$ cat src/design/uart_rx_config.svh
`ifndef UART_RX_CONFIG_SVH
`define UART_RX_CONFIG_SVH

// APB bus widths
`define UART_ADDR_W        3
`define UART_DATA_W        8

// Receiver configuration widths
`define UART_PERIOD_W      14
`define UART_SIZE_W        4
`define UART_MAX_DATA      8

// Register map
`define UART_ADDR_DATA_SR  3'd0
`define UART_ADDR_ERROR_SR 3'd1
`define UART_ADDR_BIT_CR0  3'd2
`define UART_ADDR_BIT_CR1  3'd3
`define UART_ADDR_DATA_CR  3'd4
`define UART_ADDR_RX_DATA  3'd6

// Out of reset the receiver runs at 10 clocks per bit, 8 data bits
`define UART_RESET_PERIOD  14'd10
`define UART_RESET_SIZE    4'd8

// serial_in synchronizer depth
`define UART_SYNC_STAGES   2

`endif

$ cat src/design/uart_rx_pkg.sv
`include "uart_rx_config.svh"

package uart_rx_pkg;

  // ****************************************
  // APB request and response
  // ****************************************
  typedef struct packed {
    logic                    psel;
    logic                    penable;
    logic                    pwrite;
    logic [`UART_ADDR_W-1:0] paddr;
    logic [`UART_DATA_W-1:0] pwdata;
  } apb_req_t;

  typedef struct packed {
    logic [`UART_DATA_W-1:0] prdata;
    logic                    pslverr;
  } apb_rsp_t;

  // ****************************************
  // Receiver side
  // ****************************************
  // Line settings from the config registers
  typedef struct packed {
    logic [`UART_PERIOD_W-1:0] bit_period;
    logic [`UART_SIZE_W-1:0]   data_size;
  } uart_cfg_t;

  // One received frame, data right-justified
  typedef struct packed {
    logic [`UART_MAX_DATA-1:0] data;
    logic                      stop_bit;
  } rx_frame_t;

  // Holding register plus sticky flags
  typedef struct packed {
    logic [`UART_MAX_DATA-1:0] rx_data;
    logic                      data_ready;
    logic                      overrun_error;
    logic                      framing_error;
  } rx_status_t;

endpackage

$ cat src/design/apb_uart_regs.sv
`timescale 1ns/10ps
`include "uart_rx_config.svh"

module apb_uart_regs
  import uart_rx_pkg::*;
(
  input  logic       tb_clk,
  input  logic       arst_n,
  input  apb_req_t   apb_req,
  output apb_rsp_t   apb_rsp,
  input  rx_status_t status,
  output uart_cfg_t  cfg,
  output logic       data_read,
  output logic       err_read
);

  // ****************************************
  // Access phase decode
  // ****************************************
  logic                      access;
  logic                      rd_access;
  logic                      wr_access;
  logic                      addr_valid;
  logic                      addr_ro;
  logic [`UART_DATA_W-1:0]   rd_data;
  logic [`UART_PERIOD_W-1:0] bit_period_q;
  logic [`UART_SIZE_W-1:0]   data_size_q;

  // Zero wait states, so the access phase is a single cycle
  assign access    = apb_req.psel & apb_req.penable;
  assign rd_access = access & ~apb_req.pwrite;
  assign wr_access = access & apb_req.pwrite;

  // Mapped addresses 0..4 and 6
  always_comb
  begin
    addr_valid = 1'b1;
    addr_ro    = 1'b0;
    case (apb_req.paddr)
      `UART_ADDR_DATA_SR,
      `UART_ADDR_ERROR_SR,
      `UART_ADDR_RX_DATA:
      begin
        addr_ro = 1'b1;
      end
      `UART_ADDR_BIT_CR0,
      `UART_ADDR_BIT_CR1,
      `UART_ADDR_DATA_CR:
      begin
        addr_ro = 1'b0;
      end
      default:
      begin
        addr_valid = 1'b0;
      end
    endcase
  end

  // ****************************************
  // Config registers
  // ****************************************
  // Write lands on the edge closing the access phase
  always_ff @(posedge tb_clk or negedge arst_n)
  begin
    if (!arst_n)
    begin
      bit_period_q <= `UART_RESET_PERIOD;
      data_size_q  <= `UART_RESET_SIZE;
    end
    else if (wr_access)
    begin
      case (apb_req.paddr)
        `UART_ADDR_BIT_CR0:
          bit_period_q[`UART_DATA_W-1:0] <= apb_req.pwdata;
        // High byte only carries the top 6 bits of the period
        `UART_ADDR_BIT_CR1:
          bit_period_q[`UART_PERIOD_W-1:`UART_DATA_W] <=
            apb_req.pwdata[`UART_PERIOD_W-`UART_DATA_W-1:0];
        `UART_ADDR_DATA_CR:
          data_size_q <= apb_req.pwdata[`UART_SIZE_W-1:0];
        default:
        begin
        end
      endcase
    end
  end

  assign cfg.bit_period = bit_period_q;
  assign cfg.data_size  = data_size_q;

  // ****************************************
  // Read mux and response
  // ****************************************
  // Status values are the ones before any read-clear
  always_comb
  begin
    rd_data = '0;
    case (apb_req.paddr)
      `UART_ADDR_DATA_SR:
        rd_data[0] = status.data_ready;
      `UART_ADDR_ERROR_SR:
        rd_data[1:0] = {status.overrun_error, status.framing_error};
      `UART_ADDR_BIT_CR0:
        rd_data = bit_period_q[`UART_DATA_W-1:0];
      `UART_ADDR_BIT_CR1:
        rd_data[`UART_PERIOD_W-`UART_DATA_W-1:0] =
          bit_period_q[`UART_PERIOD_W-1:`UART_DATA_W];
      `UART_ADDR_DATA_CR:
        rd_data[`UART_SIZE_W-1:0] = data_size_q;
      `UART_ADDR_RX_DATA:
        rd_data = status.rx_data;
      default:
        rd_data = '0;
    endcase
  end

  assign apb_rsp.prdata = rd_access ? rd_data : '0;

  // Error on unmapped address, or a write to a status/data register
  assign apb_rsp.pslverr = access & (~addr_valid | (apb_req.pwrite & addr_ro));

  // Read-clear strobes, one cycle wide
  assign data_read = rd_access & (apb_req.paddr == `UART_ADDR_RX_DATA);
  assign err_read  = rd_access & (apb_req.paddr == `UART_ADDR_ERROR_SR);

endmodule

$ cat src/design/apb_uart_rx.sv
`timescale 1ns/10ps

module apb_uart_rx
  import uart_rx_pkg::*;
(
  input  logic     tb_clk,
  input  logic     arst_n,
  input  apb_req_t apb_req,
  output apb_rsp_t apb_rsp,
  input  logic     serial_in
);

  // ****************************************
  // Internal wiring
  // ****************************************
  uart_cfg_t  cfg;
  rx_frame_t  frame;
  rx_status_t status;
  logic       frame_done;
  logic       data_read;
  logic       err_read;

  // Bus side, config and status readback
  apb_uart_regs apb_uart_regs_inst (
    .tb_clk    (tb_clk),
    .arst_n    (arst_n),
    .apb_req   (apb_req),
    .apb_rsp   (apb_rsp),
    .status    (status),
    .cfg       (cfg),
    .data_read (data_read),
    .err_read  (err_read)
  );

  // Serial line to frames
  uart_rx_framer uart_rx_framer_inst (
    .tb_clk     (tb_clk),
    .arst_n     (arst_n),
    .cfg        (cfg),
    .serial_in  (serial_in),
    .frame      (frame),
    .frame_done (frame_done)
  );

  // One-entry holding stage
  rx_status_buffer rx_status_buffer_inst (
    .tb_clk     (tb_clk),
    .arst_n     (arst_n),
    .frame      (frame),
    .frame_done (frame_done),
    .data_read  (data_read),
    .err_read   (err_read),
    .status     (status)
  );

endmodule

$ cat src/design/rx_status_buffer.sv
`timescale 1ns/10ps

module rx_status_buffer
  import uart_rx_pkg::*;
(
  input  logic       tb_clk,
  input  logic       arst_n,
  input  rx_frame_t  frame,
  input  logic       frame_done,
  input  logic       data_read,
  input  logic       err_read,
  output rx_status_t status
);

  logic good_frame;
  logic bad_frame;
  logic lost_frame;

  // ****************************************
  // Frame outcome
  // ****************************************
  assign good_frame = frame_done & frame.stop_bit;
  assign bad_frame  = frame_done & ~frame.stop_bit;

  // Old byte still unread, and no read in this same cycle
  assign lost_frame = good_frame & status.data_ready & ~data_read;

  // ****************************************
  // Holding register and sticky flags
  // ****************************************
  // A set beats a clear in the same cycle
  always_ff @(posedge tb_clk or negedge arst_n)
  begin
    if (!arst_n)
    begin
      status <= '0;
    end
    else
    begin
      // Bad frame leaves rx_data as it was
      if (good_frame)
        status.rx_data <= frame.data;

      if (good_frame)
        status.data_ready <= 1'b1;
      else if (data_read)
        status.data_ready <= 1'b0;

      if (lost_frame)
        status.overrun_error <= 1'b1;
      else if (err_read)
        status.overrun_error <= 1'b0;

      if (bad_frame)
        status.framing_error <= 1'b1;
      else if (err_read)
        status.framing_error <= 1'b0;
    end
  end

endmodule

$ cat src/design/uart_rx_framer.sv
`timescale 1ns/10ps
`include "uart_rx_config.svh"

module uart_rx_framer
  import uart_rx_pkg::*;
(
  input  logic      tb_clk,
  input  logic      arst_n,
  input  uart_cfg_t cfg,
  input  logic      serial_in,
  output rx_frame_t frame,
  output logic      frame_done
);

  typedef enum logic [1:0] {
    ST_IDLE,
    ST_START,
    ST_DATA,
    ST_STOP
  } rx_state_t;

  rx_state_t                   state_q;
  logic [`UART_SYNC_STAGES-1:0] sync_q;
  logic                        line;
  logic                        line_q;
  logic                        falling;
  logic [`UART_PERIOD_W-1:0]   cnt_q;
  logic [`UART_PERIOD_W-1:0]   period_q;
  logic                        tick;
  logic [`UART_SIZE_W-1:0]     eff_size;
  logic [`UART_SIZE_W-1:0]     size_q;
  logic [`UART_SIZE_W-1:0]     bit_cnt_q;
  logic                        last_bit;
  logic [`UART_MAX_DATA-1:0]   shift_q;
  logic                        stop_q;
  logic                        done_q;

  // ****************************************
  // Synchronizer and edge detect
  // ****************************************
  // Idle level is high, so reset the chain to ones
  always_ff @(posedge tb_clk or negedge arst_n)
  begin
    if (!arst_n)
    begin
      sync_q <= '1;
      line_q <= 1'b1;
    end
    else
    begin
      sync_q <= {sync_q[`UART_SYNC_STAGES-2:0], serial_in};
      line_q <= line;
    end
  end

  assign line    = sync_q[`UART_SYNC_STAGES-1];
  assign falling = line_q & ~line;

  // Sizes outside 1..8 are clamped
  always_comb
  begin
    if (cfg.data_size > `UART_SIZE_W'(`UART_MAX_DATA))
      eff_size = `UART_SIZE_W'(`UART_MAX_DATA);
    else if (cfg.data_size == '0)
      eff_size = `UART_SIZE_W'(1);
    else
      eff_size = cfg.data_size;
  end

  // Bit-center tick from the down-counter
  assign tick     = (cnt_q <= `UART_PERIOD_W'(1));
  assign last_bit = (bit_cnt_q == size_q - `UART_SIZE_W'(1));

  // ****************************************
  // Frame FSM
  // ****************************************
  always_ff @(posedge tb_clk or negedge arst_n)
  begin
    if (!arst_n)
    begin
      state_q   <= ST_IDLE;
      cnt_q     <= '0;
      period_q  <= `UART_RESET_PERIOD;
      size_q    <= `UART_RESET_SIZE;
      bit_cnt_q <= '0;
      stop_q    <= 1'b1;
      done_q    <= 1'b0;
    end
    else
    begin
      done_q <= 1'b0;
      if (state_q != ST_IDLE && !tick)
        cnt_q <= cnt_q - `UART_PERIOD_W'(1);
      case (state_q)
        ST_IDLE:
        begin
          // New config is taken only here, at a start edge
          if (falling)
          begin
            period_q <= cfg.bit_period;
            size_q   <= eff_size;
            cnt_q    <= cfg.bit_period >> 1;
            state_q  <= ST_START;
          end
        end
        ST_START:
        begin
          // Mid start bit, line must still be low
          if (tick)
          begin
            cnt_q     <= period_q;
            bit_cnt_q <= '0;
            state_q   <= line ? ST_IDLE : ST_DATA;
          end
        end
        ST_DATA:
        begin
          if (tick)
          begin
            cnt_q     <= period_q;
            bit_cnt_q <= bit_cnt_q + `UART_SIZE_W'(1);
            if (last_bit)
              state_q <= ST_STOP;
          end
        end
        ST_STOP:
        begin
          if (tick)
          begin
            stop_q  <= line;
            done_q  <= 1'b1;
            state_q <= ST_IDLE;
          end
        end
        default:
          state_q <= ST_IDLE;
      endcase
    end
  end

  // ****************************************
  // Data shift register
  // ****************************************
  // LSB arrives first, enters at the top and moves down
  always_ff @(posedge tb_clk)
  begin
    if (state_q == ST_DATA && tick)
      shift_q <= {line, shift_q[`UART_MAX_DATA-1:1]};
  end

  // Right-justify, upper bits fill with zero
  assign frame.data     = shift_q >> (`UART_SIZE_W'(`UART_MAX_DATA) - size_q);
  assign frame.stop_bit = stop_q;
  assign frame_done     = done_q;

endmodule

$ cat config.mk
export PLATFORM = sky130hd
export DESIGN_NAME = apb_uart_rx
export DESIGN_NICKNAME = d
export VERILOG_FILES = /design/src/design/uart_rx_pkg.sv /design/src/design/apb_uart_regs.sv /design/src/design/apb_uart_rx.sv /design/src/design/rx_status_buffer.sv /design/src/design/uart_rx_framer.sv
export VERILOG_INCLUDE_DIRS = /design/src /design/src/design
export SDC_FILE = /design/constraint.sdc
export NUM_CORES = 1
export LEC_CHECK = 0
export ABC_AREA = 1
export BUFFER_PORTS_ARGS = -buffer_cell sky130_fd_sc_hd__buf_2
export CORE_UTILIZATION = 49
export CTS_CLUSTER_SIZE = 8
export DETAILED_ROUTE_END_ITERATION = 6
export MAX_ROUTING_LAYER = met4
export PLACE_DENSITY_LB_ADDON = 0.25
export SLEW_MARGIN = 30
export SYNTH_ARGS = -nofsm -noshare
export SYNTH_HDL_FRONTEND = slang
export SYNTH_SLANG_ARGS = --single-unit
export TNS_END_PERCENT = 100
$ cat constraint.sdc
create_clock -name tb_clk -period 1.8 [get_ports tb_clk]
set_clock_uncertainty 0.2 [all_clocks]
set_input_delay 0.27 -clock tb_clk [delete_from_list [all_inputs] [get_ports tb_clk]]
set_output_delay 0.27 -clock tb_clk [all_outputs]
set_load 0.01 [all_outputs]
==> flow_summary.json <==
{
  "status": "finished, violations left",
  "violations": "setup timing",
  "async_flop_share_pct": 90.0,
  "rsz0062_at_grt": "yes",
  "cts_max_path_buffers": 2,
  "path_class": "register to output pin",
  "synthTopCellsByArea": "dfrtp_1 36%, nand2_1 12%, inv_1 7.0%",
  "cp-end-kind": "output pin",
  "h-tree-depth": 3,
  "synth_cell_types": 42,
  "cts-root-buf": "clkbuf_8",
  "synthCells": 531,
  "first_global_vias": 3694,
  "ys_warn_count": 0,
  "overflow": 0,
  "synthFlopType": "dfrtp_1",
  "io_buffers": 25,
  "dr_wl_met3_um": 447,
  "yosysTopAreaCell": "dfrtp_1",
  "drc": 0,
  "cp.arrival_ns": 1.44,
  "globalplace.congestion": 0.895,
  "power.density_nw_per_um2": 1510,
  "cts_buffers": 9,
  "routedWlPerCell_um": 14.3,
  "synth.cell_area_um2": 4290,
  "fillers": 645,
  "wl_met2_mm": 5.06,
  "clk_pin_slew_worst_paths_ns": 0.09,
  "hold_slack_ns": 0.0377,
  "num_io_pins": 26,
  "ant_nets": 0,
  "die_w_um": 95.6,
  "drt_iter0_drc": 264,
  "max_freq_mhz": 522,
  "yosysSeqAreaShare_pct": 47.9,
  "grt_first_pass_wirelength_mm": 17.1,
  "clkLatencyLatePin_ns": 0.36,
  "ir_drop_mv": 0.696,
  "hpwl_mm": 7.34,
  "core_um2": 8340,
  "synth_edf_count": 8,
  "ys_ff_latch": 80,
  "fin_nets": 654,
  "period_needed_ns": 1.91,
  "antenna_found_initial": 0,
  "initial_utilization_pct": 51.5,
  "cts_tree": "done",
  "worstPathMaxFanout": 2,
  "grt_max_degree": 24,
  "synthesis.nets": 558,
  "hold_class": "input port to register",
  "avgViaCountPerCell": 5.34,
  "post-route-period-util_pct": 106,
  "leakagePower_uw": 0.00269,
  "area_growth_pct": 30.5,
  "top_layer_used": "met4",
  "final_layout_size_suffix_gt1_share_pct": 32.1,
  "die_h_um": 95.6,
  "grt.total_usage_pct": 25.3,
  "dieArea_um2": 9140,
  "setup_slack_ns": -0.114,
  "finalSetupViolCount": 30,
  "wirelength_met1_mm": 4.76,
  "clock_sinks": 80,
  "cp.required_ns": 1.33,
  "pre_cts_slack_ns": -0.203,
  "synth_top_area_share_pct": 36.1,
  "timing.slew.headroom_pct": 77.3,
  "num_rows": 33,
  "maxCapViolCount": 0,
  "critPathLaunchType": "register",
  "route.vias.total": 3933,
  "finalHoldViolations": 0,
  "slew_violations": 0,
  "tightest_slew_ns": 0.339,
  "insertedDiodeCount": 0,
  "dr.pass1.iters": 5,
  "syn_area_per_cell_um2": 8.08,
  "drt-total-wl_mm": 10.5
}
==> Yosys cell counts, types with 6 or more instances <==
cell type,number
a21oi_1,7
buf_2,6
dfrtp_1,62
dfstp_2,10
edfxtp_1,8
ha_1,10
inv_1,80
nand2_1,135
nand3_1,33
nand4_1,8
nor2_1,36
o21ai_0,52
o21ai_2,10
o22ai_1,13
==> layout make-up <==
| cell class | instances | area, µm² | share of cell area, % |
|---|---|---|---|
| clock buffers | 9 | 124 | 2.21 |
| clock inverters | 7 | 63.8 | 1.14 |
| inverters | 84 | 338 | 6.03 |
| multi-input cells | 357 | 2140 | 38.3 |
| flip-flops and latches | 80 | 2050 | 36.7 |
| well taps | 105 | 131 | 2.35 |
| repair buffers | 95 | 747 | 13.3 |
==> power breakdown <==
part | switching, µW | total (µW) | internal [µW]
Clock | 722 | 1250 | 526
Sequential | 294 | 2590 | 2300
Combinational | 2650 | 4610 | 1970
==> layout by cell type, fill, tap and decap left out, types with 4 or more instances in the layout <==
cell type	synthesis	final
nand2_1	135	128
nor2_2	5	9
xor2_1	5	4
a21oi_1	7	7
buf_4	1	54
ha_1	10	6
nand2_2	2	8
dfstp_2	10	10
o21ai_0	52	41
nor2_1	36	27
dlygate4sd3_1	0	8
nand3_1	33	28
nor2_4	1	6
dfrtp_1	62	62
clkbuf_8	0	9
nand3_2	1	5
inv_6	0	4
edfxtp_1	8	8
buf_12	0	5
a221oi_2	0	5
o21ai_2	10	13
inv_1	80	62
o22ai_1	13	10
inv_2	2	17
nand4_1	8	8
o21ai_1	5	12
nor3_1	5	4
buf_2	6	24
==> through the flow <==
stage	std cells	util (%)	setup TNS [ns]	total power (µW)	cell area (µm²)
finish	737	67.2	-1.21	8450	5600
global route	737	67.2	-3.71	9120	5600
CTS	724	63.5	-1.37	7830	5300
detailed placement	693	58.7	-3.24	6340	4900
global placement	693	58.7	-1.18	6250	4900
floorplan	531	-	-0.00702	5150	4340
==> path summary, 6_finish.rpt <==
| path | depth (start not counted) | endpoint | start | slack, ns |
|---|---|---|---|---|
| max | 4 | apb_rsp[1] | apb_uart_regs_inst.bit_period_q[8] | -0.11 |
| min | 3 | apb_uart_regs_inst.data_size_q[0] | apb_req[0] | 0.04 |
| max reg2reg | 13 | uart_rx_framer_inst.cnt_q[3] | uart_rx_framer_inst.cnt_q[0] | -0.09 |
| min reg2reg | 0 | uart_rx_framer_inst.sync_q[1] | uart_rx_framer_inst.sync_q[0] | 0.16 |
| max in group asynchronous | 3 | uart_rx_framer_inst.line_q | arst_n | 0.70 |
| min in group asynchronous | 2 | apb_uart_regs_inst.bit_period_q[2] | arst_n | 0.14 |
==> registers in the layout, summed over array words and instances (netlist names), named ones only <==
register / count
apb_uart_regs_inst.bit_period_q: 14
uart_rx_framer_inst.cnt_q: 14
uart_rx_framer_inst.period_q: 14
rx_status_buffer_inst.status: 11
uart_rx_framer_inst.shift_q: 8
apb_uart_regs_inst.data_size_q: 4
uart_rx_framer_inst.bit_cnt_q: 4
uart_rx_framer_inst.size_q: 4
uart_rx_framer_inst.sync_q: 2
uart_rx_framer_inst.frame_done: 1
uart_rx_framer_inst.line_q: 1
uart_rx_framer_inst.state_q: 1
uart_rx_framer_inst.stop_q: 1
==> metal layers <==
layer / vias to the layer above / global-route usage [%]
met4: 0 / 10.7
met1: 1851 / 33.1
met2: 127 / 39.3
met3: 28 / 3.99
met5: - / -
li1: 1927 / -
==> worst max-delay path: stages (launching register included) <==
cell and delay, ns:
dfrtp_1 0.40, a22o_1 0.25, nor3_2 0.22, nor2_1 0.07
buf_2 0.15
==> cell families (layout without fill, tap and decap cells) <==
group                    count (synthesis)  count (layout)  share of synthesized area (%)
flip-flops                              80              80                           47.9
AO/OA/AOI/OAI                          102             102                           14.2
multiplexers                             6               6                           1.49
buffers and inverters                   95             195                           8.80
XOR/XNOR                                 7               7                           1.43
adder cells (fa/ha/maj)                 10              10                           2.91
AND/OR/NAND/NOR                        231             232                           23.3
==> repair_timing <==
item / 4_1_cts / 5_1_grt
setup endpoints to repair: 39 / 51
cloned: 1 / 0
gates resized for setup: 31 / 59
endpoints found under the hold margin: 75 / 0
pin swaps: 10 / 20
buffers inserted: 6 / 14
hold buffers: 8 / 0
Note: power is estimated with default switching activity, not from simulation.
